[config.mk]
export PLATFORM = sky130hd
export DESIGN_NAME = branchUnit
export DESIGN_NICKNAME = d
export VERILOG_FILES = /design/src/verilog/branchPkg.sv /design/src/verilog/branchUnit.sv /design/src/verilog/redirectStage.sv /design/src/verilog/branchJudge.sv /design/src/verilog/instrDecode.sv
export SDC_FILE = /design/constraint.sdc
export NUM_CORES = 1
export LEC_CHECK = 0
export ABC_AREA = 1
export BUFFER_PORTS_ARGS = -buffer_cell sky130_fd_sc_hd__buf_2
export CORE_MARGIN = 5
export CORE_UTILIZATION = 52
export DETAILED_ROUTE_END_ITERATION = 10
export GPL_TIMING_DRIVEN = 0
export HOLD_SLACK_MARGIN = 0.03
export PLACE_DENSITY = 0.77
export SYNTH_ARGS = -nofsm -noshare
export SYNTH_HDL_FRONTEND = slang
export SYNTH_SLANG_ARGS = --single-unit
[constraint.sdc]
create_clock -name clk -period 4.1 [get_ports clk]
set_input_delay 0.205 -clock clk [delete_from_list [all_inputs] [get_ports clk]]
set_output_delay 0.205 -clock clk [all_outputs]
set_load 0.02 [all_outputs]
[src/verilog/branchPkg.sv]
package branchPkg;

    // primary opcodes
    localparam logic [5:0] opSpecial = 6'b000000;
    localparam logic [5:0] opRegimm  = 6'b000001;
    localparam logic [5:0] opJ       = 6'b000010;
    localparam logic [5:0] opJal     = 6'b000011;
    localparam logic [5:0] opBeq     = 6'b000100;
    localparam logic [5:0] opBne     = 6'b000101;
    localparam logic [5:0] opBlez    = 6'b000110;
    localparam logic [5:0] opBgtz    = 6'b000111;

    // REGIMM rt sub-codes
    localparam logic [4:0] rtBltz   = 5'b00000;
    localparam logic [4:0] rtBgez   = 5'b00001;
    localparam logic [4:0] rtBltzal = 5'b10000;
    localparam logic [4:0] rtBgezal = 5'b10001;

    // SPECIAL funct codes
    localparam logic [5:0] functJr   = 6'b001000;
    localparam logic [5:0] functJalr = 6'b001001;

    localparam logic [4:0] linkRegDefault = 5'd31;

    typedef struct packed {
        logic [5:0]  op;
        logic [4:0]  rs;
        logic [4:0]  rt;
        logic [15:0] imm16;
    } iFieldsT;

    typedef struct packed {
        logic [5:0]  op;
        logic [25:0] index26;
    } jFieldsT;

    typedef struct packed {
        logic [5:0] op;
        logic [4:0] rs;
        logic [4:0] rt;
        logic [4:0] rd;
        logic [4:0] shamt;
        logic [5:0] funct;
    } rFieldsT;

    // one instruction word, three ways of reading it
    typedef union packed {
        iFieldsT iFields;
        jFieldsT jFields;
        rFieldsT rFields;
    } instrWordT;

    typedef enum logic [3:0] {
        kindNone,
        kindBeq,
        kindBne,
        kindBgez,
        kindBltz,
        kindBgezal,
        kindBltzal,
        kindBgtz,
        kindBlez,
        kindJ,
        kindJal,
        kindJr,
        kindJalr
    } branchKindT;

    typedef struct packed {
        logic [31:0] pc;
        instrWordT   instr;
        logic [31:0] rsValue;
        logic [31:0] rtValue;
    } fetchReqT;

    typedef struct packed {
        logic [31:0] pc;
        branchKindT  kind;
        logic [31:0] rsValue;
        logic [31:0] rtValue;
        logic [15:0] offset;
        logic [25:0] index;
        logic [4:0]  linkReg;
    } decodedT;

    typedef struct packed {
        logic [31:0] pc;
        branchKindT  kind;
        logic [31:0] rsValue;
        logic [15:0] offset;
        logic [25:0] index;
        logic [4:0]  linkReg;
        logic        taken;
        logic        linkWrite;
    } judgedT;

    typedef struct packed {
        logic        taken;
        logic [31:0] target;
        logic        linkWrite;
        logic [4:0]  linkReg;
        logic [31:0] linkValue;
    } redirectT;

endpackage
[src/verilog/branchUnit.sv]
module branchUnit import branchPkg::*; (
    input  logic     clk,
    input  logic     reset,
    input  logic     inReq,
    input  fetchReqT inBundle,
    input  logic     outAck,
    output logic     inAck,
    output logic     outReq,
    output redirectT outBundle
);

    decodedT decoded;
    logic    decodeValid;
    logic    decodeReady;
    judgedT  judged;
    logic    judgeValid;
    logic    judgeReady;

    // classify
    instrDecode decodeStage (
        .clk         (clk),
        .reset       (reset),
        .inReq       (inReq),
        .inBundle    (inBundle),
        .decodeReady (decodeReady),
        .inAck       (inAck),
        .decoded     (decoded),
        .decodeValid (decodeValid)
    );

    // condition and link decision
    branchJudge judgeStage (
        .clk         (clk),
        .reset       (reset),
        .decoded     (decoded),
        .decodeValid (decodeValid),
        .judgeReady  (judgeReady),
        .decodeReady (decodeReady),
        .judged      (judged),
        .judgeValid  (judgeValid)
    );

    // target, link value, output handshake
    redirectStage outStage (
        .clk        (clk),
        .reset      (reset),
        .judged     (judged),
        .judgeValid (judgeValid),
        .outAck     (outAck),
        .judgeReady (judgeReady),
        .outReq     (outReq),
        .outBundle  (outBundle)
    );

endmodule

[src/verilog/redirectStage.sv]
module redirectStage import branchPkg::*; (
    input  logic     clk,
    input  logic     reset,
    input  judgedT   judged,
    input  logic     judgeValid,
    input  logic     outAck,
    output logic     judgeReady,
    output logic     outReq,
    output redirectT outBundle
);

    logic [31:0] pcPlus4;
    logic [31:0] branchOffset;
    logic [31:0] target;
    logic        holdValid;
    logic        leaving;
    logic        capture;

    assign pcPlus4      = judged.pc + 32'd4;
    assign branchOffset = {{14{judged.offset[15]}}, judged.offset, 2'b00};

    // item leaves on the edge that sees req and ack both high
    assign leaving    = outReq && outAck;
    assign judgeReady = !holdValid || leaving;
    assign capture    = judgeValid && judgeReady;

    always_comb begin
        target = pcPlus4;
        if (judged.taken) begin
            case (judged.kind)
                kindBeq, kindBne, kindBgez, kindBltz,
                kindBgezal, kindBltzal, kindBgtz, kindBlez:
                    target = pcPlus4 + branchOffset;
                kindJ, kindJal:
                    target = {pcPlus4[31:28], judged.index, 2'b00};
                kindJr, kindJalr:
                    target = judged.rsValue;
                default:
                    target = pcPlus4;
            endcase
        end
    end

    always_ff @(posedge clk) begin
        if (reset) begin
            holdValid <= 1'b0;
            outReq    <= 1'b0;
        end else begin
            if (capture) begin
                holdValid <= 1'b1;
            end else if (leaving) begin
                holdValid <= 1'b0;
            end
            // raise only once the previous ack has been seen low
            if (leaving) begin
                outReq <= 1'b0;
            end else if (holdValid && !outReq && !outAck) begin
                outReq <= 1'b1;
            end
        end
    end

    always_ff @(posedge clk) begin
        if (capture) begin
            outBundle.taken     <= judged.taken;
            outBundle.target    <= target;
            outBundle.linkWrite <= judged.linkWrite;
            outBundle.linkReg   <= judged.linkReg;
            outBundle.linkValue <= judged.pc + 32'd8;
        end
    end

    bundleHeld: assert property (@(posedge clk) disable iff (reset)
        (outReq && !outAck) |=> $stable(outBundle));

endmodule

[src/verilog/branchJudge.sv]
module branchJudge import branchPkg::*; (
    input  logic    clk,
    input  logic    reset,
    input  decodedT decoded,
    input  logic    decodeValid,
    input  logic    judgeReady,
    output logic    decodeReady,
    output judgedT  judged,
    output logic    judgeValid
);

    logic signed [31:0] rsSigned;
    logic signed [31:0] rtSigned;
    logic               condHolds;
    logic               linkNext;
    logic               advance;

    assign rsSigned    = signed'(decoded.rsValue);
    assign rtSigned    = signed'(decoded.rtValue);
    assign decodeReady = !judgeValid || judgeReady;
    assign advance     = decodeValid && decodeReady;

    // signed compare per kind and jumps always go
    always_comb begin
        condHolds = 1'b0;
        linkNext  = 1'b0;
        case (decoded.kind)
            kindBeq:  condHolds = (rsSigned == rtSigned);
            kindBne:  condHolds = (rsSigned != rtSigned);
            kindBgez: condHolds = (rsSigned >= 0);
            kindBltz: condHolds = (rsSigned < 0);
            kindBgezal: begin
                // link happens even when the branch falls through
                condHolds = (rsSigned >= 0);
                linkNext  = 1'b1;
            end
            kindBltzal: begin
                condHolds = (rsSigned < 0);
                linkNext  = 1'b1;
            end
            kindBgtz: condHolds = (rsSigned > 0);
            kindBlez: condHolds = (rsSigned <= 0);
            kindJ:    condHolds = 1'b1;
            kindJal: begin
                condHolds = 1'b1;
                linkNext  = 1'b1;
            end
            kindJr:   condHolds = 1'b1;
            kindJalr: begin
                condHolds = 1'b1;
                linkNext  = 1'b1;
            end
            default: begin
                condHolds = 1'b0;
                linkNext  = 1'b0;
            end
        endcase
    end

    always_ff @(posedge clk) begin
        if (reset) begin
            judgeValid <= 1'b0;
        end else if (advance) begin
            judgeValid <= 1'b1;
        end else if (judgeReady) begin
            judgeValid <= 1'b0;
        end
    end

    always_ff @(posedge clk) begin
        if (advance) begin
            judged.pc        <= decoded.pc;
            judged.kind      <= decoded.kind;
            judged.rsValue   <= decoded.rsValue;
            judged.offset    <= decoded.offset;
            judged.index     <= decoded.index;
            judged.linkReg   <= decoded.linkReg;
            judged.taken     <= condHolds;
            judged.linkWrite <= linkNext;
        end
    end

    noneIsInert: assert property (@(posedge clk) disable iff (reset)
        (judgeValid && judged.kind == kindNone) |-> (!judged.taken && !judged.linkWrite));

endmodule

[src/verilog/instrDecode.sv]
module instrDecode import branchPkg::*; (
    input  logic     clk,
    input  logic     reset,
    input  logic     inReq,
    input  fetchReqT inBundle,
    input  logic     decodeReady,
    output logic     inAck,
    output decodedT  decoded,
    output logic     decodeValid
);

    instrWordT  word;
    branchKindT kind;
    logic [4:0] linkReg;
    logic       stageReady;
    logic       capture;

    assign word       = inBundle.instr;
    assign stageReady = !decodeValid || decodeReady;
    // a fresh request is one seen while inAck is still low
    assign capture    = inReq && !inAck && stageReady;

    always_comb begin
        kind    = kindNone;
        linkReg = linkRegDefault;
        case (word.iFields.op)
            opBeq:    kind = kindBeq;
            opBne:    kind = kindBne;
            opRegimm: begin
                case (word.iFields.rt)
                    rtBgez:   kind = kindBgez;
                    rtBltz:   kind = kindBltz;
                    rtBgezal: kind = kindBgezal;
                    rtBltzal: kind = kindBltzal;
                    default:  kind = kindNone;
                endcase
            end
            opBgtz:   if (word.iFields.rt == 5'd0) kind = kindBgtz;
            opBlez:   if (word.iFields.rt == 5'd0) kind = kindBlez;
            opJ:      kind = kindJ;
            opJal:    kind = kindJal;
            opSpecial: begin
                // only jr and jalr count; other R-type is plain ALU work
                case (word.rFields.funct)
                    functJr: kind = kindJr;
                    functJalr: begin
                        kind    = kindJalr;
                        linkReg = word.rFields.rd;
                    end
                    default: kind = kindNone;
                endcase
            end
            default:  kind = kindNone;
        endcase
    end

    always_ff @(posedge clk) begin
        if (reset) begin
            inAck       <= 1'b0;
            decodeValid <= 1'b0;
        end else begin
            if (capture) begin
                inAck <= 1'b1;
            end else if (!inReq) begin
                inAck <= 1'b0;
            end
            if (capture) begin
                decodeValid <= 1'b1;
            end else if (decodeReady) begin
                decodeValid <= 1'b0;
            end
        end
    end

    always_ff @(posedge clk) begin
        if (capture) begin
            decoded.pc      <= inBundle.pc;
            decoded.kind    <= kind;
            decoded.rsValue <= inBundle.rsValue;
            decoded.rtValue <= inBundle.rtValue;
            decoded.offset  <= word.iFields.imm16;
            decoded.index   <= word.jFields.index26;
            decoded.linkReg <= linkReg;
        end
    end

    ackNeedsReq: assert property (@(posedge clk) disable iff (reset)
        $rose(inAck) |-> $past(inReq));

endmodule

==> results.md, run 1 <==
* Async SR Flop Fraction at 0
* Combinational share of power at 0.107
* Max-slew violation count at 0
* CP max FO at 6
* 1st-iter DRT viols at roughly 890
* Syn Area/Cell at 10.9 um^2
* # port buffers at ~200
* Final wirelength at 40200 um
* Post-DP HPWL at roughly 27000 um
* TritonCTS clock tree: done
* Unrepaired setup endpoints after global routing: false
* Syn. warnings at 0
* DR pass1 iterations at 5
* Horiz. Die Dim at roughly 180 um
* Kind of critical path: flop to flop
* Global-route wire length before repair at approximately 61000 um
* Netlist cell types at 50
* Starting density of the core at 0.525
* Startpoint types: flop
* Antenna fix cells at 0
* Critical path endpoint category: flop
* Final net count at between 1500 and 2000
* Routed len/inst at 19.1 um
* Worst IR Drop VDD at 0.344 mV
* Seq/Total Area, Yosys at 0.633
* Core Rows at just over 60
* Post-CTS sizing at 0
* Synth Flop Type: edfxtp_1
* Synth Instances at 1328
* Skew-Pair Late Insertion Delay at approximately 0.53 ns
* Die H at between 150 and 200 um
* Power Dens Cells at approximately 420 mW/mm^2
* # IOs at slightly above 200
* Net Sw Power at around 0.0019 W
* Post-layout minimum cycle time at roughly 3.8 ns
* Post-route insts no fill at around 2100
* Core Area at around 0.028 mm^2
* Synth Register Bits at 308
* CP Data Arrival Time at roughly 4.1 ns
* Largest net degree at the start of global routing at 100
* Part of the cycle the worst path needs at 0.922
* Via Count at between 10000 and 15000
* Max transition margin at 0.455
* Int Pwr at 0.00586 W
* Worst slew pin tran at slightly above 0.8 ns
* Peak Freq at approximately 260 MHz
* DR vias/cell at 5.26
* Final hold vios at 0
* Switching part of the total at 0.244
* CTS buffer count at 34
* Clk slew on worst S/H paths at approximately 0.060 ns
* Post-synth EDFFs at a little over 300
* Status: complete, no violations
* Maximum root-to-sink buffer count at 3
* Max Cap Viol at 0
* Most frequent cells in the layout: 309 x nand2_1, 303 x edfxtp_1, 207 x buf_2
* Clock power frac at 0.414
* Worst path max stage delay at approximately 0.45 ns
* Vias in the first global route at approximately 11000
* Initial antenna violation count at 0
* Most common cell after layout, fill and taps aside: nand2_1
* Sequential Power Share at 0.480
* Post-Route Setup TNS at 0 ns
* Fin Clk Skew at ~0.022 ns
* Final setup fails at 0
* CP Cell Sequence: ha_1 -> nand3_1 -> nor2_1 -> nand3_1 -> xor2_1 -> nand2_1 -> o21a_1 -> inv_1 -> ha_1 -> nand2_1 -> nor2_1 -> nand2_1 -> nand3_1 -> inv_1 -> nand3b_1 -> nand3_1 -> a22oi_1
* Area Growth Syn to Fin at 28.0%
* Total global routing overflow at 0
* Cell mode on critical path: nand3_1
* H-tree Lvls at 2
* Gpl congestion at between 0.9 and 1
* Final design utilization at 0.671
* Mapped Nets at approximately 1500
* Share of cells above drive strength 1 at 0.190
* Post-placement cell count at ~1900
* Mapped cell area at ~0.015 mm^2
* Critical path data required time at ~4.4 ns
* Worst min-delay path class: primary input to flop
* Leak at between 7 and 8 nW
* CTS Sinks at 308
* Worst hold slack at about 0.16 ns
* Die area at roughly 0.031 mm^2
* Slowest-stage cell, CP: nor2_1
* Antenna Nets Post-Route at 0
* CTS Root Cell: clkbuf_16
* Tot Pwr at between 0.007 and 0.008 W
* Post-route DRC violation count at 0
* Gr usage total at 0.255
flip-flops by register name, indices dropped and copies added, names as in the netlist:
register                 cells
decodeStage.decodeValid      1
decodeStage.decoded        131
decodeStage.inAck            1
judgeStage.judgeValid        1
judgeStage.judged          101
outStage.holdValid           1
outStage.outBundle          71
outStage.outReq              1
cell usage after synthesis, drive strengths merged (2+ instances only):
| library cell | number | area, um^2 |
|---|---|---|
| nand3b | 7 | 52.6 |
| nor3 | 20 | 126 |
| nand3 | 81 | 425 |
| and3 | 2 | 12.5 |
| ha | 35 | 438 |
| a22o | 15 | 131 |
| a31oi | 3 | 18.8 |
| nor2 | 149 | 614 |
| a21o | 4 | 30.0 |
| buf | 10 | 82.6 |
| nor4 | 9 | 56.3 |
| dfxtp | 5 | 100 |
| xnor2 | 8 | 70.1 |
| a41oi | 5 | 81.3 |
| nand2 | 313 | 1180 |
| xor2 | 74 | 648 |
| nand4 | 15 | 100 |
| a21boi | 7 | 56.3 |
| o21ai | 26 | 149 |
| a22oi | 4 | 30.0 |
| inv | 156 | 588 |
| or2 | 4 | 25.0 |
| a21oi | 51 | 255 |
| and2 | 5 | 31.3 |
| edfxtp | 303 | 9100 |
| clkbuf | 4 | 15.0 |
| o21bai | 6 | 45.0 |
final timing paths:
check | slack (ns) | endpoint | cells past startpoint | start
min reg2reg | 0.41 | judgeStage.judged[89]$_DFFE_PP_ | 0 | decodeStage.decoded[119]$_DFFE_PP_
max reg2reg | 0.32 | outStage.outBundle[57]$_DFFE_PP_ | 17 | judgeStage.judged[89]$_DFFE_PP_
max | 0.32 | outStage.outBundle[57]$_DFFE_PP_ | 17 | judgeStage.judged[89]$_DFFE_PP_
min | 0.16 | decodeStage.decoded[114]$_DFFE_PP_ | 3 | inBundle[91]
routing by layer:
metal,wire length [um],share of wire,up-vias,GRT usage
met1,15800,0.39,5199,0.323
met2,20300,0.50,480,0.447
met4,1440,0.036,0,0.0919
met5,0,0,-,0
met3,2590,0.065,98,0.0378
li1,-,-,5298,-
logic make-up after synthesis:
kind of cell | Yosys count | share of synthesized area
buffers and inverters | 171 | 0.0474
adder cells (fa/ha/maj) | 36 | 0.0315
AND/OR/NAND/NOR | 606 | 0.182
XOR/XNOR | 82 | 0.0494
flip-flops | 308 | 0.633
AO/OA/AOI/OAI | 125 | 0.0570
repair_timing:
| action | 4_1_cts | 5_1_grt |
|---|---|---|
| setup buffers | 0 | 2 |
| endpoints found under the setup margin | 0 | 10 |
| hold buffers | 126 | 0 |
| endpoints found under the hold margin | 132 | 0 |
metrics by stage:
step                      setup slack (ns)  cell area, um^2
after floorplan                      0.139            14500
after global placement              -0.880            16000
after detailed placement             0.175            16100
after CTS                            0.167            18600
after global routing               0.00629            18600
final                                0.320            18600
area by class of cell:
| cell class | count | area (um^2) |
|---|---|---|
| Sequential cell | 308 | 9200 |
| Fill cell | 2011 | 9110 |
| Multi-Input combinational cell | 849 | 4660 |
| Timing Repair Buffer | 336 | 2390 |
| Clock buffer | 36 | 880 |
| Inverter | 157 | 599 |
| Tap cell | 378 | 473 |
| Clock inverter | 26 | 302 |
| Buffer | 14 | 97.6 |
power groups by stage:
stage               Combinational (W)  Clock, W  Sequential (W)
floorplan                    0.000419         0         0.00380
global placement             0.000683         0         0.00380
detailed placement           0.000710         0         0.00378
CTS                          0.000807   0.00321         0.00372
global route                 0.000900   0.00338         0.00373
finish                       0.000826   0.00321         0.00372
worst max-delay path: cells and delay by family (launching register included):
family	cells	cell delay [ns]
and+or+nand+nor	10	1.72
adders and majority gates	2	0.69
DFF	1	0.44
AOI/OAI and AO/OA	2	0.40
xor gates and xnor gates	1	0.19
buffers and inverters	2	0.12
Note: power is estimated with default switching activity, not from simulation.
==> run 2, diff against run 1 <==
Settings changed: CELL_PAD_IN_SITES_DETAIL_PLACEMENT set to 1, CELL_PAD_IN_SITES_GLOBAL_PLACEMENT set to 1, CORE_UTILIZATION 52 to 41, SLEW_MARGIN set to 20.
==> results.md, run 2 (same netlist as run 1, synthesis figures left out) <==
* Post-layout instance area at 0.0187 mm^2 (+0.44%)
* Via Count at 11400 (+2.7%)
* Peak Freq at 260 MHz (-1.5%)
* Starting density of the core at 0.412 (-0.113)
* Critical path endpoint category: flop
* 1st-iter DRT viols at 846 (-4.8%)
* Post-route DRC violation count at 0 (unchanged)
* Final net count at 1869 (+0.054%)
* Final setup fails at 0 (unchanged)
* DR vias/cell at 5.20 (-1.1%)
* CTS Root Cell: clkbuf_16
* Core Area at 0.0353 mm^2 (+27%)
* Horiz. Die Dim at 198 um (+12%)
* Slowest-stage cell, CP: xor2_1
* Fin Clk Skew at 0.0335 ns (+0.0111 ns)
* Die H at 198 um (+12%)
* Max-slew violation count at 0 (unchanged)
* Worst min-delay path class: primary input to flop
* CP bufs+invs at 2 (unchanged)
* Share of cells above drive strength 1 at 0.189 (-0.000940)
* Clk slew on worst S/H paths at 0.06 ns (about the same)
* Initial antenna violation count at 1 (+1)
* Largest regs: decodeStage.decoded x131, judgeStage.judged x101, outStage.outBundle x71
* Maximum root-to-sink buffer count at 3 (unchanged)
* Routed len/inst at 23.4 um (+23%)
* Flip-flop count of the largest register after layout at 131 (unchanged)
* Post-layout minimum cycle time at 3.84 ns (+0.0587 ns)
* Reg with most FFs: decodeStage.decoded
* Worst slew pin tran at 0.901 ns (+0.0834 ns)
* Cell mode on critical path: nand2_1
* Area Growth Syn to Fin at 28.5%
* Post-DP Area at 0.0163 mm^2 (+0.92%)
* Max Cap Viol at 0 (unchanged)
* Unrepaired setup endpoints after global routing: false
* CTS Sinks at 308 (unchanged)
* Critical path data required time at 4.42 ns (about the same)
* Most common cell after layout, fill and taps aside: nand2_1
* Part of the cycle the worst path needs at 0.936 (+0.0143)
* Max transition margin at 0.399 (-0.0556)
* Status: complete, no violations
* Total global routing overflow at 0 (unchanged)
* Gr usage total at 0.258 (+0.00334)
* Fill cells at 3805 (+89%)
* Most frequent cells in the layout: 309 x nand2_1, 303 x edfxtp_1, 207 x buf_2
* # IOs at 205 (unchanged)
* Final wirelength at 51100 um (+27%)
* DR pass1 iterations at 5 (unchanged)
* Power Dens Cells at 416 mW/mm^2 (-0.32%)
* Core Rows at 69 (+13%)
* Global-route wire length before repair at 75200 um (+23%)
* Largest net degree at the start of global routing at 81 (-19%)
* Final design utilization at 0.529 (-0.142)
* Skew-Pair Late Insertion Delay at 0.54 ns (about the same)
* Startpoint types: flop
* Antenna Nets Post-Route at 0 (unchanged)
* Leak at 7.66 nW (about the same)
* Gpl congestion at 0.916 (+0.85%)
* CP Data Arrival Time at 4.16 ns (+0.07 ns)
* Die area at 0.0393 mm^2 (+25%)
* Worst path max stage delay at 0.53 ns (+0.08 ns)
* Post-DP HPWL at 35200 um (+28%)
* Vias in the first global route at 12200 (+9.3%)
* CP Cell Sequence: ha_1 -> inv_1 -> nor2_1 -> nand2_2 -> nor2_2 -> xor2_1 -> ha_1 -> a21oi_1 -> inv_1 -> a21oi_1 -> nand3_1 -> nand2_1 -> nand2_1 -> nand2_1 -> nand3_1 -> a22oi_2
* # port buffers at 204 (unchanged)
* CP max FO at 5 (-1)
* Kind of critical path: flop to flop
* Final hold vios at 0 (unchanged)
* Crit-path leading delay family: simple AND/OR/NAND/NOR gates
* H-tree Lvls at 2 (unchanged)
* Worst IR Drop VDD at 0.287 mV (-17%)
* TritonCTS clock tree: done
* CTS buffer count at 35 (+2.9%)
run 2: changes by cell type in the layout (fill, tap and decap cells not counted), sizes merged:
cell | previous run | this run
bufinv | 5 | 4
clkbuf | 40 | 42
clkinv | 17 | 15
clkinvlp | 4 | 0
diode | 0 | 1
inv | 157 | 160
run 2: layout make-up:
cell class                      count  area [um^2]  share of cell area
Clock inverter                     22          225              0.0121
Inverter                          157          602              0.0322
Buffer                             14         97.6             0.00522
Tap cell                          461          577              0.0309
Timing Repair Buffer              336         2430               0.130
Multi-Input combinational cell    849         4660               0.250
Sequential cell                   308         9200               0.492
Clock buffer                       38          887              0.0475
Antenna cell                        1         2.50            0.000134
run 2: routing by layer:
metal | GRT usage | wire length (um) | part of all wire
met5 | 0 | 0 | 0
met4 | 0.0992 | 2060 | 0.040
met3 | 0.0412 | 2790 | 0.054
met2 | 0.453 | 26000 | 0.51
met1 | 0.321 | 20300 | 0.40
run 2: worst paths after layout:
check	start	to	slack, ns	cells past startpoint
worst max-delay path	judgeStage.judged[89]$_DFFE_PP_	outStage.outBundle[58]$_DFFE_PP_	0.26	16
worst min-delay path	inBundle[91]	decodeStage.decoded[114]$_DFFE_PP_	0.16	3
worst max register to register	judgeStage.judged[89]$_DFFE_PP_	outStage.outBundle[58]$_DFFE_PP_	0.26	16
worst min register to register	decodeStage.decoded[27]$_DFFE_PP_	judgeStage.judged[29]$_DFFE_PP_	0.40	0
run 2: what timing repair did:
| action | CTS | global route |
|---|---|---|
| hold buffers | 126 | 0 |
| endpoints found under the hold margin | 132 | 0 |
| resized for setup | 0 | 2 |
| setup buffers | 1 | 0 |
| endpoints found under the setup margin | 1 | 4 |
run 2: tightest hold or removal path, cell delays in order:
cell,delay (ns)
buf_2,0.13
nand2_1,0.10
o21ai_0,0.09
run 2: power by group:
part	internal, W	total, W	leakage [nW]	switching [W]
registers	0.00364	0.00374	2.88	0.0000997
clock network	0.00183	0.00314	0.557	0.00132
logic	0.000331	0.000887	4.23	0.000556
run 2: stage by stage:
stage                     worst slack, ns  power, W  TNS [ns]  cells  hold WS, ns
after floorplan                     0.139   0.00422         0   1328        0.274
after global placement             -0.842   0.00452   -118.24   1993        0.383
after detailed placement           0.0104   0.00456         0   1998        0.383
after CTS                           0.169   0.00773         0   2185        0.125
after global routing               0.0347   0.00804         0   2186        0.187
final                               0.261   0.00777         0   2186        0.160
==> run 3, diff against run 2 <==
Settings changed: REMOVE_ABC_BUFFERS set to 1.
==> results.md, run 3 (same netlist as run 1, synthesis figures left out) <==
* Status: complete, no violations
* Gpl congestion at 0.892 (-2.7%)
* Die area at 0.0393 mm^2 (unchanged)
* Area Growth Syn to Fin at 28.1%
* Post-DP HPWL at 33400 um (-5.1%)
* Flip-flop count of the largest register after layout at 131 (unchanged)
* Skew-Pair Late Insertion Delay at 0.54 ns (about the same)
* Post-Route Setup TNS at 0 ns (unchanged)
* Final wirelength at 48000 um (-6.1%)
* Combinational share of power at 0.114 (about the same)
* Post-layout instance area at 0.0186 mm^2 (-0.31%)
* Antenna fix cells at 0 (-1)
* Post-placement cell count at 1987 (-0.55%)
* CP Cell Sequence: buf_4 -> ha_1 -> nand3_2 -> nor2_2 -> nand3_2 -> nor2_4 -> inv_2 -> nor2_1 -> xor2_1 -> inv_1 -> ha_1 -> nand2_1 -> nor2_1 -> nand2_1 -> nor2_1 -> nand2_1 -> nand4_1 -> nand3_1 -> a21boi_1
* Worst path max stage delay at 0.37 ns (-0.16 ns)
* Crit-path leading delay family: simple AND/OR/NAND/NOR gates
* Slowest-stage cell, CP: ha_1
* Horiz. Die Dim at 198 um (unchanged)
* TritonCTS clock tree: done
* Post-route DRC violation count at 0 (unchanged)
* Most common cell after layout, fill and taps aside: nand2_1
* M1 WL at 19400 um (-4.4%)
* H-tree Lvls at 2 (unchanged)
* Worst hold slack at 0.150 ns (-0.00973 ns)
* Met3 WL at 2080 um (-25%)
* Post-DP Area at 0.0163 mm^2 (about the same)
* RR Endpoint: outStage.outBundle[65]$_DFFE_PP_
* Met2 routed WL at 24900 um (-4.2%)
* Largest regs: decodeStage.decoded x131, judgeStage.judged x101, outStage.outBundle x71
* Post-route insts no fill at 2176 (-0.46%)
* Worst IR Drop VDD at 0.323 mV (+13%)
* Critical R2R Launch: judgeStage.judged[87]$_DFFE_PP_
* Unrepaired setup endpoints after global routing: false
* Worst path depth at 19 (+3)
* Final net count at 1861 (-0.43%)
* DR vias/cell at 5.12 (-1.7%)
* Global-route wire length before repair at 72200 um (-4.0%)
* Max transition margin at 0.416 (+0.0169)
* Core Area at 0.0353 mm^2 (unchanged)
* Antenna Nets Post-Route at 0 (unchanged)
* CTS Root Cell: clkbuf_16
* Critical path data required time at 4.41 ns (about the same)
* Net Sw Power at 0.00191 W (-3.4%)
* Max-slew violation count at 0 (unchanged)
* Critical path endpoint category: flop
* 1st-iter DRT viols at 663 (-22%)
* Fill cells at 3844 (+1.0%)
* Sequential Power Share at 0.495 (+0.014)
* # port buffers at 204 (unchanged)
* CP bufs+invs at 3 (+1)
* Most frequent cells in the layout: 309 x nand2_1, 303 x edfxtp_1, 204 x buf_2
* Post-layout minimum cycle time at 3.72 ns (-0.124 ns)
* CP startpoint: judgeStage.judged[87]$_DFFE_PP_
* Via Count at 11100 (-2.1%)
* Part of the cycle the worst path needs at 0.906 (-0.0302)
* Reg-to-reg slack, setup at 0.38 ns (+0.12 ns)
* Starting density of the core at 0.412 (unchanged)
* Reg with most FFs: decodeStage.decoded
* Peak Freq at 269 MHz (+3.3%)
* Total global routing overflow at 0 (unchanged)
* CP max FO at 9 (+4)
* Vias in the first global route at 12100 (-0.45%)
* Leak at 7.60 nW (-0.80%)
* Final setup fails at 0 (unchanged)
* Worst Reg-to-Reg Cells at 19 (+3)
* Share of cells above drive strength 1 at 0.183 (-0.00600)
* CTS buffer count at 35 (unchanged)
* Int Pwr at 0.00564 W (-2.6%)
* Core Rows at 69 (unchanged)
* Fin Clk Skew at 0.0365 ns (+0.00299 ns)
* Power Dens Cells at 405 mW/mm^2 (-2.5%)
* Largest net degree at the start of global routing at 82 (+1.2%)
* Clock power frac at 0.391 (-0.014)
* Clk slew on worst S/H paths at 0.06 ns (about the same)
* Kind of critical path: flop to flop
* Worst min-delay path class: primary input to flop
* Max Cap Viol at 0 (unchanged)
* Worst slew pin tran at 0.872 ns (-0.0292 ns)
* Die H at 198 um (unchanged)
* Initial antenna violation count at 0 (-1)
* # IOs at 205 (unchanged)
* Final hold vios at 0 (unchanged)
* Routed len/inst at 22.1 um (-5.7%)
* CTS Sinks at 308 (unchanged)
* DR pass1 iterations at 5 (unchanged)
* Worst setup path end: outStage.outBundle[65]$_DFFE_PP_
* Final design utilization at 0.527 (-0.00163)
* Gr usage total at 0.242 (-0.0161)
* Maximum root-to-sink buffer count at 3 (unchanged)
* Max layer used: met4
* CP Data Arrival Time at 4.03 ns (-0.13 ns)
* Startpoint types: flop
* Switching part of the total at 0.252 (-0.00155)
==> run 3: changes by cell type in the layout (fill, tap and decap cells not counted), moves of 2 or more <==
cell / delta
inv_6: -3
buf_6: -4
buf_2: -3
clkinv_1: +3
clkinvlp_4: +3
clkinv_2: -6
buf_16: +2
o21ai_2: -2
bufinv_16: -3
o21ai_4: +2
==> run 3: power groups by stage <==
stage                     Sequential [W]  Clock, W  Combinational, W
final                            0.00373   0.00295          0.000863
after global routing             0.00374   0.00316          0.000939
after CTS                        0.00373   0.00297          0.000847
after detailed placement         0.00380         0          0.000743
after global placement           0.00381         0          0.000682
after floorplan                  0.00380         0          0.000405
==> run 3: tightest hold or removal path, stage by stage <==
cell and delay [ns]:
buf_2 0.12, nand2_1 0.09, o21ai_0 0.16
==> run 3: worst min path at each step <==
stage                  from                                   end  cells after the start
6_report       inBundle[91]    decodeStage.decoded[114]$_DFFE_PP_                      3
5_1_grt        inBundle[91]    decodeStage.decoded[114]$_DFFE_PP_                      3
4_1_cts        inBundle[91]    decodeStage.decoded[114]$_DFFE_PP_                      3
3_5_place_dp   inBundle[62]    decodeStage.decoded[109]$_DFFE_PP_                      1
3_3_place_gp   inBundle[63]    decodeStage.decoded[110]$_DFFE_PP_                      1
2_1_floorplan         reset  decodeStage.decodeValid$_SDFFE_PP0P_                      1
==> run 3: area by class of cell <==
type	instances	area (um^2)	share of cell area
Sequential cell	308	9200	0.494
Multi-Input combinational cell	849	4670	0.251
Timing Repair Buffer	342	2520	0.135
Clock buffer	42	923	0.0496
Inverter	157	602	0.0323
Tap cell	461	577	0.0310
Clock inverter	17	129	0.00692
==> run 3: per-stage QoR <==
stage	worst slack (ns)	power (W)
2_1_floorplan	-0.413	0.00421
6_report	0.385	0.00755
4_1_cts	0.178	0.00755
3_3_place_gp	-2.44	0.00449
5_1_grt	0.0879	0.00784
3_5_place_dp	0.210	0.00454
==> run 3: timing repair <==
item / CTS / global route
setup buffers: 0 / 4
endpoints found under the hold margin: 132 / 0
hold buffers: 126 / 0
resized for setup: 0 / 1
setup endpoints to repair: 0 / 10
==> run 3: metal layers <==
metal  vias up  global-route usage
li1       5269                   -
met1      5497               0.297
met2       294               0.437
met3        76              0.0347
met4         0              0.0824
met5         -                   0
